===== src/hw/ref_mem_pkg.sv =====
package ref_mem_pkg;

	// reference memory geometry
	localparam int num_banks      = 32;
	localparam int bank_group     = 4;
	localparam int num_groups     = num_banks / bank_group;
	localparam int lines_per_bank = 96;

	// search-area-1 read walk
	localparam int search_cols   = 7;
	localparam int rows_per_half = 24;

	// rows held twice for reference reuse
	localparam int stall_first = 7;
	localparam int stall_last  = 19;

	// bank offset per column
	localparam int col_step = 8;

	// line offset of the second half, also applied once per bank wrap
	localparam int half_offset = 24;

	typedef logic [$clog2(lines_per_bank)-1:0] line_addr_t;
	typedef logic [num_banks-1:0] bank_mask_t;

	// bank 0 sits in the low bits
	typedef logic [num_banks*$bits(line_addr_t)-1:0] bank_addr_vec_t;

	typedef logic [$clog2(num_banks)-1:0] shift_t;
	typedef logic [$clog2(search_cols)-1:0] col_idx_t;
	typedef logic [$clog2(num_groups)-1:0] group_idx_t;

	typedef enum logic [1:0] {
		idle,
		preload,
		search,
		done
	} phase_t;

endpackage


===== src/hw/ref_mem_phase_ctrl.sv =====
`timescale 1ns/1ps

module ref_mem_phase_ctrl (
	input  logic clk,
	input  logic rst_n,
	input  logic start_req,
	input  logic preload_last,
	input  logic search_last,
	output logic start_ack,
	output logic preload_go,
	output logic search_go
);
	import ref_mem_pkg::*;

	phase_t phase;
	phase_t phase_nxt;
	logic   ack_nxt;

	always_comb begin
		phase_nxt = phase;
		ack_nxt   = start_ack;
		case (phase)
			idle: begin
				// a fresh request only counts with the ack already low
				if (start_req && !start_ack) begin
					phase_nxt = preload;
				end
			end
			preload: begin
				if (preload_last) begin
					phase_nxt = search;
				end
			end
			search: begin
				if (search_last) begin
					phase_nxt = done;
				end
			end
			done: begin
				// first done cycle lets the map's last read leave
				if (!start_ack) begin
					ack_nxt = 1'b1;
				end else if (!start_req) begin
					ack_nxt   = 1'b0;
					phase_nxt = idle;
				end
			end
			default: begin
				phase_nxt = idle;
				ack_nxt   = 1'b0;
			end
		endcase
	end

	always_ff @(posedge clk or negedge rst_n) begin
		if (!rst_n) begin
			phase      <= idle;
			start_ack  <= 1'b0;
			preload_go <= 1'b0;
			search_go  <= 1'b0;
		end else begin
			phase     <= phase_nxt;
			start_ack <= ack_nxt;
			// one-cycle kicks on phase entry
			preload_go <= (phase == idle) && (phase_nxt == preload);
			search_go  <= (phase == preload) && (phase_nxt == search);
		end
	end

endmodule


===== src/hw/preload_addr_gen.sv =====
`timescale 1ns/1ps

module preload_addr_gen (
	input  logic                    clk,
	input  logic                    rst_n,
	input  logic                    preload_go,
	output ref_mem_pkg::bank_mask_t bank_sel,
	output ref_mem_pkg::line_addr_t wr_addr,
	output logic                    preload_last
);
	import ref_mem_pkg::*;

	group_idx_t group;
	logic       active;
	logic       line_end;

	// mask is nonzero only while writing
	assign active   = (bank_sel != '0);
	assign line_end = (wr_addr == line_addr_t'(lines_per_bank - 1));

	// last line of the top group
	assign preload_last = active && line_end &&
		(group == group_idx_t'(num_groups - 1));

	always_ff @(posedge clk or negedge rst_n) begin
		if (!rst_n) begin
			bank_sel <= '0;
			wr_addr  <= '0;
			group    <= '0;
		end else if (preload_go) begin
			bank_sel <= bank_mask_t'({bank_group{1'b1}});
			wr_addr  <= '0;
			group    <= '0;
		end else if (active) begin
			if (line_end) begin
				wr_addr <= '0;
				group   <= group + 1'b1;
				// mask walks up one group, falls off after the last
				bank_sel <= bank_sel << bank_group;
			end else begin
				wr_addr <= wr_addr + 1'b1;
			end
		end
	end

endmodule


===== src/hw/search_row_seq.sv =====
`timescale 1ns/1ps

module search_row_seq (
	input  logic                    clk,
	input  logic                    rst_n,
	input  logic                    search_go,
	output ref_mem_pkg::line_addr_t row,
	output logic                    half,
	output ref_mem_pkg::col_idx_t   col,
	output logic                    step_valid,
	output logic                    search_last
);
	import ref_mem_pkg::*;

	logic rep;
	logic stall_row;
	logic hold;
	logic row_end;
	logic col_end;

	assign stall_row = (row >= line_addr_t'(stall_first)) &&
		(row <= line_addr_t'(stall_last));

	// first visit of a stall row repeats it
	assign hold = stall_row && !rep;

	assign row_end = (row == line_addr_t'(rows_per_half - 1));
	assign col_end = (col == col_idx_t'(search_cols - 1));

	// row 23 never stalls, so this is the single final step
	assign search_last = step_valid && row_end && half && col_end;

	always_ff @(posedge clk or negedge rst_n) begin
		if (!rst_n) begin
			step_valid <= 1'b0;
			row        <= '0;
			half       <= 1'b0;
			col        <= '0;
			rep        <= 1'b0;
		end else if (search_go) begin
			step_valid <= 1'b1;
			row        <= '0;
			half       <= 1'b0;
			col        <= '0;
			rep        <= 1'b0;
		end else if (step_valid) begin
			if (hold) begin
				rep <= 1'b1;
			end else begin
				rep <= 1'b0;
				if (!row_end) begin
					row <= row + 1'b1;
				end else begin
					row <= '0;
					if (!half) begin
						half <= 1'b1;
					end else begin
						half <= 1'b0;
						if (col_end) begin
							step_valid <= 1'b0;
							col        <= '0;
						end else begin
							col <= col + 1'b1;
						end
					end
				end
			end
		end
	end

endmodule


===== src/hw/bank_addr_map.sv =====
`timescale 1ns/1ps

module bank_addr_map (
	input  logic                        clk,
	input  logic                        rst_n,
	input  ref_mem_pkg::line_addr_t     row,
	input  logic                        half,
	input  ref_mem_pkg::col_idx_t       col,
	input  logic                        step_valid,
	output logic                        rd_en,
	output ref_mem_pkg::bank_addr_vec_t rd_addr,
	output ref_mem_pkg::shift_t         shift_value
);
	import ref_mem_pkg::*;

	localparam int lw = $bits(line_addr_t);

	logic [6:0]     col_offset;
	line_addr_t     base_line;
	bank_addr_vec_t addr_nxt;

	assign col_offset = 7'(col) * 7'(col_step);
	assign base_line  = row + (half ? line_addr_t'(half_offset) : '0);

	for (genvar b = 0; b < num_banks; b++) begin : g_bank
		logic [6:0] pos;
		logic [1:0] wraps;

		// bank position across the column window
		assign pos   = 7'(b) + col_offset;
		assign wraps = 2'(pos / num_banks);
		assign addr_nxt[b*lw +: lw] = base_line + line_addr_t'(wraps * half_offset);
	end

	always_ff @(posedge clk or negedge rst_n) begin
		if (!rst_n) begin
			rd_en       <= 1'b0;
			shift_value <= '0;
		end else begin
			rd_en <= step_valid;
			if (step_valid) begin
				// truncation gives the modulo over the PE array
				shift_value <= shift_t'(col * col_step);
			end
		end
	end

	always_ff @(posedge clk) begin
		if (step_valid) begin
			rd_addr <= addr_nxt;
		end
	end

endmodule


===== src/hw/ref_mem_ctrl.sv =====
`timescale 1ns/1ps

module ref_mem_ctrl (
	input  logic                        clk,
	input  logic                        rst_n,
	input  logic                        start_req,
	output logic                        start_ack,
	output ref_mem_pkg::bank_mask_t     bank_sel,
	output ref_mem_pkg::line_addr_t     wr_addr,
	output logic                        rd_en,
	output ref_mem_pkg::bank_addr_vec_t rd_addr,
	output ref_mem_pkg::shift_t         shift_value
);
	import ref_mem_pkg::*;

	logic       preload_go;
	logic       search_go;
	logic       preload_last;
	logic       search_last;

	// sequencer to map
	line_addr_t row;
	logic       half;
	col_idx_t   col;
	logic       step_valid;

	ref_mem_phase_ctrl phase_ctrl_inst (
		.clk          (clk),
		.rst_n        (rst_n),
		.start_req    (start_req),
		.preload_last (preload_last),
		.search_last  (search_last),
		.start_ack    (start_ack),
		.preload_go   (preload_go),
		.search_go    (search_go)
	);

	preload_addr_gen preload_addr_gen_inst (
		.clk          (clk),
		.rst_n        (rst_n),
		.preload_go   (preload_go),
		.bank_sel     (bank_sel),
		.wr_addr      (wr_addr),
		.preload_last (preload_last)
	);

	search_row_seq search_row_seq_inst (
		.clk         (clk),
		.rst_n       (rst_n),
		.search_go   (search_go),
		.row         (row),
		.half        (half),
		.col         (col),
		.step_valid  (step_valid),
		.search_last (search_last)
	);

	// one registered stage to the memory
	bank_addr_map bank_addr_map_inst (
		.clk         (clk),
		.rst_n       (rst_n),
		.row         (row),
		.half        (half),
		.col         (col),
		.step_valid  (step_valid),
		.rd_en       (rd_en),
		.rd_addr     (rd_addr),
		.shift_value (shift_value)
	);

endmodule


===== config.mk =====
export PLATFORM = sky130hd
export DESIGN_NAME = ref_mem_ctrl
export DESIGN_NICKNAME = d
export VERILOG_FILES = /design/src/hw/ref_mem_pkg.sv /design/src/hw/ref_mem_phase_ctrl.sv /design/src/hw/preload_addr_gen.sv /design/src/hw/search_row_seq.sv /design/src/hw/bank_addr_map.sv /design/src/hw/ref_mem_ctrl.sv
export SDC_FILE = /design/constraint.sdc
export NUM_CORES = 1
export LEC_CHECK = 0
export BUFFER_PORTS_ARGS = -buffer_cell sky130_fd_sc_hd__buf_2
export CORE_AREA = 2 2 114 171
export DETAILED_ROUTE_END_ITERATION = 8
export DIE_AREA = 0 0 116 173
export GPL_TIMING_DRIVEN = 0
export SLEW_MARGIN = 10
export SYNTH_ARGS = -nofsm -noshare
export SYNTH_HDL_FRONTEND = slang
export SYNTH_SLANG_ARGS = --single-unit

===== constraint.sdc =====
create_clock -name clk -period 6.36 [get_ports clk]
set_input_delay 1.272 -clock clk [delete_from_list [all_inputs] [get_ports clk]]
set_output_delay 1.272 -clock clk [all_outputs]
set_load 0.01 [all_outputs]

Word-level counts from Yosys, hierarchy flattened:

Cells that the tools add are included.
W data, S select, Z words.

* flip-flop bits (word level): 287
* input port bits: 3
* output and inout bits: 270
* logic and storage cells: 192

* add/subtract/negate cells: 68
* multiply operators: 32
* order comparisons: 2
* eq/ne operators: 10
* mux-type cells: 42
* reductions and logical operators: 23

Operator list (count)
* $add A7 B7 Y7: 33
* $mul A2 B2 Y4 const B: 31
* $add A5 B6 Y7 const A: 16
* $mux W32: 3
* $add A4 B6 Y7 const A: 8
* $mux W7: 7
* $reduce_bool A32 Y1: 1
* $add A3 B6 Y7 const A: 4
* $mux W3: 9
* $mux W1: 16
* $add A2 B6 Y7 const A: 2
* $add A7 B1 Y7 const B: 2
* $logic_and A1 B1 Y1: 10
* $mux W2: 5
* $reduce_bool A2 Y1: 5
* $pmux W2 S4: 1
* $add A1 B6 Y7 const A: 1
* $eq A7 B5 Y1 const B: 1
* $eq A7 B7 Y1 const B: 1
* $ge A7 B3 Y1 const B: 1
* $le A7 B5 Y1 const B: 1
* $add A3 B1 Y3 const B: 2
* $eq A2 B2 Y1 const B: 3
* $eq A3 B3 Y1 const B: 2
* other kinds (9): 12

Depth between registers and ports, before layout:

Gate-level depths: netlist of the first run.

* depth after elaboration: 8
* mapped depth: 10
* depth with buffers taken out: 9

Modules after synthesis:

From an unflattened synthesis of the first run, not the netlist that was laid out.

* cell total of the unflattened synthesis: 516
* area total of the unflattened synthesis: 4968.5 sq um

Modules (own cells, without submodules)
* bank_addr_map: times used 1, cells an instance 311, area each 2930.3 sq um, sequential area each 645.6 sq um
* preload_addr_gen: times used 1, cells an instance 102, area each 1051.0 sq um, sequential area each 450.4 sq um
* search_row_seq: times used 1, cells an instance 83, area each 773.2 sq um, sequential area each 325.3 sq um
* ref_mem_phase_ctrl: times used 1, cells an instance 20, area each 214.0 sq um, sequential area each 125.1 sq um

Least setup slack after synthesis of the first run:

Ideal clock, no wire load.

* kind: flip-flop to flip-flop
* from: register search_row_seq_inst.row[4]
* to: register bank_addr_map_inst.rd_addr[167] (data pin)
* setup time: 0.272 ns
* arrival: 2.195 ns
* required time: 6.088 ns
* path slack: 3.893 ns
* stages on the path, launching flop included: 10
* buffers on the path: 1
* period minus slack after synthesis: 2.467 ns
* cells stage by stage: dfrtp_1 > buf_2 > inv_1 > fa_1 > inv_1 > ha_1 > a21o_1 > a21oi_1 > xor2_1 > xnor2_1

* longest elaborated chain between the ends: 2

RTL lines
* start, declared: RTL line search_row_seq.sv:7 `output ref_mem_pkg::line_addr_t row,`
* start signal, assigned: RTL line search_row_seq.sv:52 `row <= row + 1'b1;`
* $add A7 B7 Y7: RTL line bank_addr_map.sv:23 `assign base_line = row + (half ? line_addr_t'(half_offset) : '0);`
* $add A7 B7 Y7: RTL line bank_addr_map.sv:32 `assign addr_nxt[b*lw +: lw] = base_line + line_addr_t'(wraps * half_offset);`
* end signal, assigned: RTL line bank_addr_map.sv:50 `rd_addr <= addr_nxt;`
* end, declared: RTL line bank_addr_map.sv:11 `output ref_mem_pkg::bank_addr_vec_t rd_addr,`

Every way passes these cells.
A chain may end at the register's enable or synchronous reset.

==> results of run 1 <==
[synthesized netlist by cell type (all sizes together), types with 2 or more instances]
master  count
dfrtp      39
xnor2      18
a21o        6
a22oi       2
ha         25
and3        3
edfxtp     19
nor3b       2
o21bai      2
nor4        3
inv        18
mux2        2
buf       238
nor3        6
nand3       9
or4b        2
a21oi      17
and2        2
nor2b       4
o31ai       2
mux2i      13
xor2        4
nor2       25
fa          5
a211oi      4
o21ai       3
a31oi       5
nand4       4
nand2      12
clkbuf      5
[where the power goes]
part | switching [mW] | total (mW) | internal (mW)
Clock | 0.163 | 0.459 | 0.296
Combinational | 0.0922 | 0.171 | 0.0792
Sequential | 0.0408 | 0.455 | 0.414
[final cells by class]
type                    instances  area (um2)  area share (%)
plain buffers                 243        1800            26.1
clock buffers                  10         229            3.33
clock inverters                 6        48.8           0.710
inverters                      18        67.6           0.983
multi-input cells             192        1530            22.2
flip-flops and latches         58        1550            22.5
well taps                     252         315            4.59
repair buffers                269        1350            19.6
[worst max-delay path: stages, from the launching register on]
cell	delay, ns
edfxtp_1	0.96
buf_4	0.22
buf_2	0.13
[kinds of logic after synthesis]
group	after synthesis	synth area share [%]
muxes	15	3.10
other	1	0.0761
and+or+nand+nor	79	9.65
DFF	58	31.4
AOI/OAI and AO/OA	43	5.69
buffers and inverters	261	37.8
xor gates and xnor gates	22	3.91
adders and majority gates	30	8.38
[metal layers]
layer	part of all wire [%]	vias up	global-route usage, %
met4	1.0	0	3.13
met5	0	-	0
li1	-	2000	-
met3	6.8	7	2.28
met1	38	1711	10.7
met2	54	153	20.0
[how the worst min path moves through the flow]
stage                                             startpoint                                             to  slack, ns  depth (start not counted)
2_1_floorplan     preload_addr_gen_inst.group[1]$_DFFE_PN0P_     preload_addr_gen_inst.group[1]$_DFFE_PN0P_       0.49                          2
3_3_place_gp   bank_addr_map_inst.shift_value[3]$_DFFE_PN0P_  bank_addr_map_inst.shift_value[3]$_DFFE_PN0P_       0.50                          1
3_5_place_dp   bank_addr_map_inst.shift_value[3]$_DFFE_PN0P_  bank_addr_map_inst.shift_value[3]$_DFFE_PN0P_       0.49                          1
4_1_cts        bank_addr_map_inst.shift_value[3]$_DFFE_PN0P_  bank_addr_map_inst.shift_value[3]$_DFFE_PN0P_       0.51                          1
5_1_grt        bank_addr_map_inst.shift_value[3]$_DFFE_PN0P_  bank_addr_map_inst.shift_value[3]$_DFFE_PN0P_       0.52                          1
6_report       bank_addr_map_inst.shift_value[3]$_DFFE_PN0P_  bank_addr_map_inst.shift_value[3]$_DFFE_PN0P_       0.50                          1
[placed cells by master, fill, tap and decap left out, types with 5 or more instances in the layout]
cell type    n
a21o_1       6
a21oi_1     17
a31oi_1      5
buf_2      273
buf_4      232
clkbuf_1     5
clkbuf_16    9
clkinv_1     5
dfrtp_1     39
edfxtp_1    19
fa_1         5
ha_1        25
inv_1       18
mux2i_1     13
nand2_1     12
nand3_1      8
nor2_1      25
xnor2_1     18
[sequential cells by signal, summed over array words and instances (netlist names), 2 cells and up]
| register | count |
|---|---|
| search_row_seq_inst.col | 3 |
| bank_addr_map_inst.rd_addr | 19 |
| bank_addr_map_inst.shift_value | 2 |
| preload_addr_gen_inst.bank_sel | 8 |
| phase_ctrl_inst.phase | 2 |
| preload_addr_gen_inst.group | 3 |
| preload_addr_gen_inst.wr_addr | 7 |
| search_row_seq_inst.row | 7 |
[stage by stage]
stage               hold WS [ns]  cell area, um2  setup slack, ns  cells
floorplan                  0.490            4940             3.89    511
global placement           0.495            6600             3.57   1032
detailed placement         0.494            6600             3.58   1032
CTS                        0.506            6880             3.39   1048
global route               0.521            6880             3.29   1048
finish                     0.499            6880             3.45   1048
==> qor.csv, run 1 <==
metric;value;unit
status;complete, no violations;
worst skew pair latency;0.33;ns
end of the critical path;rd_addr[64];
FF-to-FF path depth;9;
starting density of the core;26.7;%
drt total wl;10900;um
worst-path fanout max;32;
DPL Wire Length;8560;um
Core ar.;0.0185;mm2
share of layout cells above drive strength 1;66.3;%
R2R Setup Slk;3.60;ns
Clk Tree Root Cell;clkbuf_16;
clk sinks;58;
Synth Cell Area;0.00493;mm2
synth top area cells;buf_4 (35%), dfrtp_1 (20%), edfxtp_1 (12%), ha_1 (6.3%), xnor2_1 (3.2%);
I/O pin count;273;
share of flip-flops with an asynchronous set or reset;67.2;%
H-tree Lvls;3;
DRC;0;
Max IR drop VDD;0.117;mV
Antenna Cells;0;
wire per inst;10.4;um
Seq/Total Area, Yosys;31.4;%
power per cell area;158;mW/mm2
overall routing resource usage;10.3;%
first-pass GRT wire length;16700;um
DR iter-0 viols;99;
core occupancy in the finished layout;37.2;%
CTS max path bufs;2;
Final Hold Fails;0;
final net count;824;
clock skew;0.00926;ns
Hold-fix buffers, CTS;0;
total of max-cap violations;0;
Worst Hold Class;flop to flop;
first-pass iteration count of the detailed router;4;
Startpoint Class;flop;
area of the die;0.0201;mm2
I/O Buffers;269;
CTS Buf Count;9;
LEAKAGE;3.32;nW
Setup CP Type;flop to output pin;
slew at the pin closest to its max-slew limit;0.933;ns
final setup fails;0;
Fill cells;1919;
max frequency;344;MHz
Synth Register Bits;58;
CTS tree;done;
Tmin final;2.91;ns
Pwr Total;1.09;mW
Layout area overhead;39.5;%
post-route setup TNS;0;ns
Synth top area share;35.3;%
ANT nets after route;0;
Slew headroom;37.8;%
Top FF cell, synth;dfrtp_1;
Die Wd;116;um
grt ovf;0;
RR Endpoint;bank_addr_map_inst.rd_addr[167]$_DFFE_PP_;
GPL Wtd Cong;0.749;
Worst Setup End Kind;output pin;
vias in the first global route;3320;
Cell Rows;61;
Worst EP required;5.09;ns
period utilization;45.7;%
post-CTS resize count;0;
EDFF count, synth;19;
syn_area_per_cell;9.68;um2
Distinct cells, synth;50;
worst reg2reg path startpoint;search_row_seq_inst.row[4]$_DFFE_PN0P_;
Vias/cell;3.69;
# Post-CTS Setup Buffers;0;
Crit. Startpoint;bank_addr_map_inst.rd_addr[218]$_DFFE_PP_;
pin count of the biggest net entering global routing;40;
fin. max-slew vios;0;
Die H;173;um
vias;3871;
synth warn;0;
Cells after Synth;509;
initial antenna violation count;0;
RSZ-0062 raised after global routing;false;
WP data arrival;1.63;ns
clk slew on worst S/H paths;0.05;ns
largest area contributor in the netlist;buf_4;
(Power assumes the default switching activity.)
==> run 2, diff against run 1 <==
==> constraint.sdc (replaced) <==
create_clock -name clk -period 2.8 [get_ports clk]
set_input_delay 0.56 -clock clk [delete_from_list [all_inputs] [get_ports clk]]
set_output_delay 0.56 -clock clk [all_outputs]
set_load 0.01 [all_outputs]
==> run 2 against run 1 <==
Effect of this change: final area about the same; critical path depth up 7; critical endpoint is now bank_addr_map_inst.rd_addr[167]$_DFFE_PP_; power up 130%; die area unchanged; first-iteration DRC count unchanged; largest cell class unchanged; non-clock buffer count unchanged; register-to-register slack worse by 3.4 ns; final cell count unchanged; sequential share of layout area about the same; clock skew unchanged; critical path type is now flop to flop; sequential power up 130%; count of clock-buffer cells in the layout unchanged.
==> qor.csv, run 2 (synthesis results as in run 1) <==
metric;value;unit;change
worst-path fanout max;6;;was 32
clock skew;0.00926;ns;unchanged
Reg with most FFs;bank_addr_map_inst.rd_addr;;unchanged
Largest register FFs;19;;unchanged
final net count;824;;unchanged
Comb power frac;15.8;%;about the same
most frequent cells in the layout;buf_2 (273), buf_4 (232), dfrtp_1 (39);;unchanged
Finished Cell Area;0.00688;mm2;about the same
Antenna Cells;0;;unchanged
CTS max path bufs;2;;unchanged
DR iter-0 viols;99;;unchanged
worst skew pair latency;0.33;ns;about the same
I/O Buffers;269;;unchanged
Layout area overhead;39.6;%;was 39.5%
WP data arrival;2.68;ns;was 1.63 ns
status;complete, no violations;;unchanged
Die H;173;um;unchanged
power per cell area;359;mW/mm2;was 158 mW/mm2
switching share of power;27.3;%;about the same
Vias/cell;3.69;;about the same
Worst Setup End Kind;flop;;was output pin
fin. max-slew vios;0;;unchanged
GPL Wtd Cong;0.749;;unchanged
vias;3872;;was 3871
Setup CP Type;flop to flop;;was flop to output pin
DRC;0;;unchanged
Slew headroom;37.8;%;unchanged
I/O pin count;273;;unchanged
drt total wl;10900;um;about the same
Worst EP required;2.86;ns;was 5.09 ns
period utilization;93.7;%;
Core ar.;0.0185;mm2;unchanged
Clk pwr share;42.3;%;about the same
RSZ-0062 raised after global routing;false;;unchanged
share of layout cells above drive strength 1;66.6;%;was 66.3%
Clk Tree Root Cell;clkbuf_16;;unchanged
FF/Latch Area;0.00155;mm2;unchanged
Fill cells;1919;;unchanged
ANT nets after route;0;;unchanged
P_sw;0.673;mW;was 0.296 mW
total of max-cap violations;0;;unchanged
overall routing resource usage;10.3;%;unchanged
clk slew on worst S/H paths;0.05;ns;about the same
final setup fails;0;;unchanged
grt ovf;0;;unchanged
Top Registers;bank_addr_map_inst.rd_addr x19, preload_addr_gen_inst.bank_sel x8;;unchanged
placed instance area;0.00660;mm2;unchanged
DPL Wire Length;8560;um;unchanged
H-tree Lvls;3;;unchanged
multi-input logic area;0.00153;mm2;about the same
Worst Slack Setup Final;0.177;ns;was 3.45 ns
Tmin final;2.62;ns;
Hold-fix buffers, CTS;0;;unchanged
Cell Rows;61;;unchanged
wire per inst;10.4;um;about the same
vias in the first global route;3320;;unchanged
starting density of the core;26.7;%;unchanged
pin count of the biggest net entering global routing;40;;unchanged
post-route setup TNS;0;ns;unchanged
Startpoint Class;flop;;unchanged
initial antenna violation count;0;;unchanged
Final Hold Fails;0;;unchanged
Worst Hold Class;input pin to async pin;;was flop to flop
LEAKAGE;3.32;nW;about the same
Max IR drop VDD;0.265;mV;was 0.117 mV
CTS tree;done;;unchanged
dpl ws;0.0165;ns;was 3.58 ns
Pint;1.79;mW;was 0.789 mW
area of the die;0.0201;mm2;unchanged
post-CTS resize count;0;;unchanged
Die Wd;116;um;unchanged
part of the power in registers;41.9;%;about the same
most common cell after layout, fill and taps aside;buf_2;;unchanged
max frequency;381;MHz;
first-pass GRT wire length;16700;um;unchanged
FF-to-FF path depth;9;;unchanged
clk sinks;58;;unchanged
first-pass iteration count of the detailed router;4;;unchanged
CTS Buf Count;9;;unchanged
slew at the pin closest to its max-slew limit;0.933;ns;unchanged
# Post-CTS Setup Buffers;0;;unchanged
==> run 2: changes by cell type in the layout (fill, tap and decap cells not counted) <==
cell | previous run | this run
fa_1 | 5 | 4
inv_2 | 0 | 1
fa_2 | 0 | 1
inv_1 | 18 | 17
==> run 2: power groups by stage <==
stage          sequential, mW  clock (mW)  combinational, mW
4_1_cts                  1.03        1.07              0.398
3_5_place_dp             1.05           0              0.396
5_1_grt                  1.05        1.11              0.438
2_1_floorplan            1.05           0              0.247
3_3_place_gp             1.05           0              0.389
6_report                 1.03        1.04              0.389
==> run 2: path summary, 6_finish.rpt <==
kind	slack (ns)	startpoint	endpoint
worst min-delay path	0.38	rst_n	preload_addr_gen_inst.bank_sel[27]$_DFFE_PN0P_
min in group clk	0.50	bank_addr_map_inst.shift_value[3]$_DFFE_PN0P_	bank_addr_map_inst.shift_value[3]$_DFFE_PN0P_
max in group asynchronous	1.84	rst_n	bank_addr_map_inst.shift_value[3]$_DFFE_PN0P_
worst min register to register	0.50	bank_addr_map_inst.shift_value[3]$_DFFE_PN0P_	bank_addr_map_inst.shift_value[3]$_DFFE_PN0P_
worst max-delay path	0.18	search_row_seq_inst.half$_DFFE_PN0P_	bank_addr_map_inst.rd_addr[167]$_DFFE_PP_
worst max register to register	0.18	search_row_seq_inst.half$_DFFE_PN0P_	bank_addr_map_inst.rd_addr[167]$_DFFE_PP_
==> run 2: area by class of cell <==
type / count / area share (%)
Buffer: 243 / 26.1
Clock buffer: 10 / 3.33
Clock inverter: 6 / 0.709
Inverter: 18 / 0.982
Multi-Input combinational cell: 192 / 22.2
Sequential cell: 58 / 22.5
Tap cell: 252 / 4.58
Timing Repair Buffer: 269 / 19.6
==> run 2: routing by layer <==
metal / wire, um / part of all wire [%] / track usage, %
met1: 4200 / 38 / 10.7
met2: 5860 / 54 / 20.0
met3: 746 / 6.8 / 2.28
met4: 110 / 1.0 / 3.13
met5: 0 / 0 / 0
==> run 2: per-stage QoR <==
stage / hold WS, ns / instances / utilization, % / power, mW
floorplan: 0.264 / 511 / - / 1.30
global placement: 0.495 / 1032 / 35.7 / 1.44
detailed placement: 0.494 / 1032 / 35.7 / 1.44
CTS: 0.407 / 1048 / 37.2 / 2.50
global route: 0.467 / 1048 / 37.2 / 2.60
finish: 0.378 / 1048 / 37.2 / 2.47
==> run 2: critical path: stages, from the launching register on <==
cell and delay (ns):
dfrtp_1 0.41, ha_1 0.20, inv_1 0.06, fa_2 0.60
inv_2 0.12, ha_1 0.30, a21o_1 0.18, a21oi_1 0.16
xor2_1 0.24, xnor2_1 0.09
==> run 3, diff against run 2 <==
--- a/config.mk
+++ b/config.mk
@@ -6,10 +6,11 @@
 export NUM_CORES = 1
 export LEC_CHECK = 0
 export BUFFER_PORTS_ARGS = -buffer_cell sky130_fd_sc_hd__buf_2
-export CORE_AREA = 2 2 114 171
+export CORE_AREA = 2 2 88 132
 export DETAILED_ROUTE_END_ITERATION = 8
-export DIE_AREA = 0 0 116 173
+export DIE_AREA = 0 0 90 134
 export GPL_TIMING_DRIVEN = 0
+export PLACE_DENSITY = 0.81
 export SLEW_MARGIN = 10
 export SYNTH_ARGS = -nofsm -noshare
 export SYNTH_HDL_FRONTEND = slang
==> run 3 against run 2 <==
Effect of this change: final cell count is 9.9% lower; utilization rose by 25 points; final area shrank 0.82%; power grew 7.1%; worst hold slack worse by 0.038 ns; critical endpoint unchanged; highest routed layer unchanged.
==> qor.csv, run 3 (synthesis results as in run 1) <==
metric;value;unit;change
drt total wl;10900;um;about the same
Die Wd;90;um;was 116 um
final std cells w/o fill;944;;was 1048
fin. max-slew vios;0;;unchanged
CTS tree;done;;unchanged
DR iter-0 viols;181;;was 99
DPL Wire Length;8460;um;was 8560 um
grt ovf;0;;unchanged
Layout area overhead;38.4;%;was 39.6%
wire per inst;11.6;um;was 10.4 um
clock skew;0.00419;ns;was 0.00926 ns
ANT nets after route;0;;unchanged
I/O Buffers;269;;unchanged
H-tree Lvls;3;;unchanged
most common cell after layout, fill and taps aside;buf_2;;unchanged
CTS max path bufs;2;;unchanged
clk sinks;58;;unchanged
Largest register FFs;19;;unchanged
WP data arrival;2.63;ns;was 2.68 ns
period utilization;91.6;%;was 93.7%
starting density of the core;45.1;%;was 26.7%
vias in the first global route;3694;;was 3320
total of max-cap violations;0;;unchanged
Cell Rows;47;;was 61
Slew headroom;39.4;%;was 37.8%
Worst path most repeated cell;ha_1;;unchanged
Setup CP Type;flop to flop;;unchanged
Worst Hold Class;input pin to async pin;;unchanged
clk slew on worst S/H paths;0.05;ns;about the same
overall routing resource usage;17.8;%;was 10.3%
final setup fails;0;;unchanged
Pwr Total;2.64;mW;was 2.47 mW
max frequency;390;MHz;was 381 MHz
most frequent cells in the layout;buf_2 (272), buf_4 (233), dfrtp_1 (38);;was buf_2 (273), buf_4 (232), dfrtp_1 (39)
worst skew pair latency;0.33;ns;about the same
final net count;825;;was 824
max incr delay on CP;0.45;ns;was 0.60 ns
crit path cell chain;ha_1 > inv_1 > fa_2 > inv_2 > ha_1 > a21o_1 > a21oi_1 > xor2_1 > xnor2_1;;unchanged
Crit-path slowest cell;fa_2;;unchanged
Worst Setup End Kind;flop;;unchanged
Reg with most FFs;bank_addr_map_inst.rd_addr;;unchanged
Worst EP required;2.86;ns;about the same
core occupancy in the finished layout;62.4;%;was 37.2%
initial antenna violation count;0;;unchanged
GPL Wtd Cong;0.803;;was 0.749
Antenna Cells;0;;unchanged
RSZ-0062 raised after global routing;false;;unchanged
Tmin final;2.57;ns;was 2.62 ns
Die H;134;um;was 173 um
Top Registers;bank_addr_map_inst.rd_addr x19, preload_addr_gen_inst.bank_sel x8;;unchanged
power per cell area;387;mW/mm2;was 359 mW/mm2
Max IR drop VDD;0.386;mV;was 0.265 mV
first-pass GRT wire length;17600;um;was 16700 um
worst-path fanout max;6;;unchanged
Clk Tree Root Cell;clkbuf_16;;unchanged
pin count of the biggest net entering global routing;40;;unchanged
I/O pin count;273;;unchanged
DRC;0;;unchanged
Startpoint Class;flop;;unchanged
Core ar.;0.0109;mm2;was 0.0185 mm2
area of the die;0.0121;mm2;was 0.0201 mm2
Vias/cell;4.24;;was 3.69
LEAKAGE;3.35;nW;was 3.32 nW
post-route setup TNS;0;ns;unchanged
CTS Buf Count;9;;unchanged
placed cells;927;;was 1032
status;complete, no violations;;unchanged
vias;4000;;was 3872
WHS;0.340;ns;was 0.378 ns
share of layout cells above drive strength 1;67.5;%;was 66.6%
slew at the pin closest to its max-slew limit;0.909;ns;was 0.933 ns
Final Hold Fails;0;;unchanged
first-pass iteration count of the detailed router;4;;unchanged
-- run 3: changes by cell type in the layout (fill, tap and decap cells not counted), sizes merged --
cell | previous run | this run
clkinv | 5 | 1
clkinvlp | 0 | 1
clkbuf | 15 | 18
inv | 18 | 19
-- run 3: worst paths after layout --
kind,from,end,slack [ns],depth (start not counted)
hold / removal,rst_n,preload_addr_gen_inst.bank_sel[30]$_DFFE_PN0P_,0.34,1
setup / recovery,search_row_seq_inst.half$_DFFE_PN0P_,bank_addr_map_inst.rd_addr[167]$_DFFE_PP_,0.23,9
setup reg to reg,search_row_seq_inst.half$_DFFE_PN0P_,bank_addr_map_inst.rd_addr[167]$_DFFE_PP_,0.23,9
min in group clk,bank_addr_map_inst.shift_value[3]$_DFFE_PN0P_,bank_addr_map_inst.shift_value[3]$_DFFE_PN0P_,0.50,1
hold reg to reg,bank_addr_map_inst.shift_value[3]$_DFFE_PN0P_,bank_addr_map_inst.shift_value[3]$_DFFE_PN0P_,0.50,1
max in group asynchronous,rst_n,search_row_seq_inst.half$_DFFE_PN0P_,1.83,1
-- run 3: cell type report --
class	instances	area, um2
plain buffers	243	1800
clock buffers	12	289
clock inverters	4	52.6
fillers	968	4120
inverters	18	67.6
multi-input cells	192	1530
flip-flops and latches	58	1550
well taps	147	184
repair buffers	270	1350
-- run 3: stage by stage --
step	instance area [um2]	worst slack, ns
detailed placement	6470	-0.00991
finish	6820	0.234
global route	6820	0.0182
CTS	6810	0.0454
global placement	6470	0.0118
floorplan	4940	0.333
-- run 3: repair_timing --
item                                    4_1_cts  5_1_grt
gates resized for setup                       1        3
buffers inserted                              0        1
endpoints found under the setup margin        1        1
pin swaps                                     1        2
hold buffers                                  0        0
-- run 3: where the power goes --
part           internal [mW]  total (mW)  switching [mW]
Clock                  0.822        1.22           0.399
Sequential             0.940        1.03          0.0901
Combinational          0.180       0.390           0.210
Total                   1.94        2.64           0.699
-- run 3: critical path, delay by kind of cell (launching register included) --
| kind | cells | cell delay, ns |
|---|---|---|
| compound gates | 2 | 0.34 |
| xor+xnor | 2 | 0.37 |
| flops | 1 | 0.44 |
| fa+ha+maj | 3 | 0.92 |
| buf+inv | 2 | 0.23 |
-- run 3: layer usage --
metal  up-vias  GRT usage (%)  part of all wire (%)
met4         0           5.90                   1.5
li1       2005              -                     -
met1      1805           17.6                    35
met2       177           34.7                    55
met3        13           5.45                   7.9
met5         -              0                     0
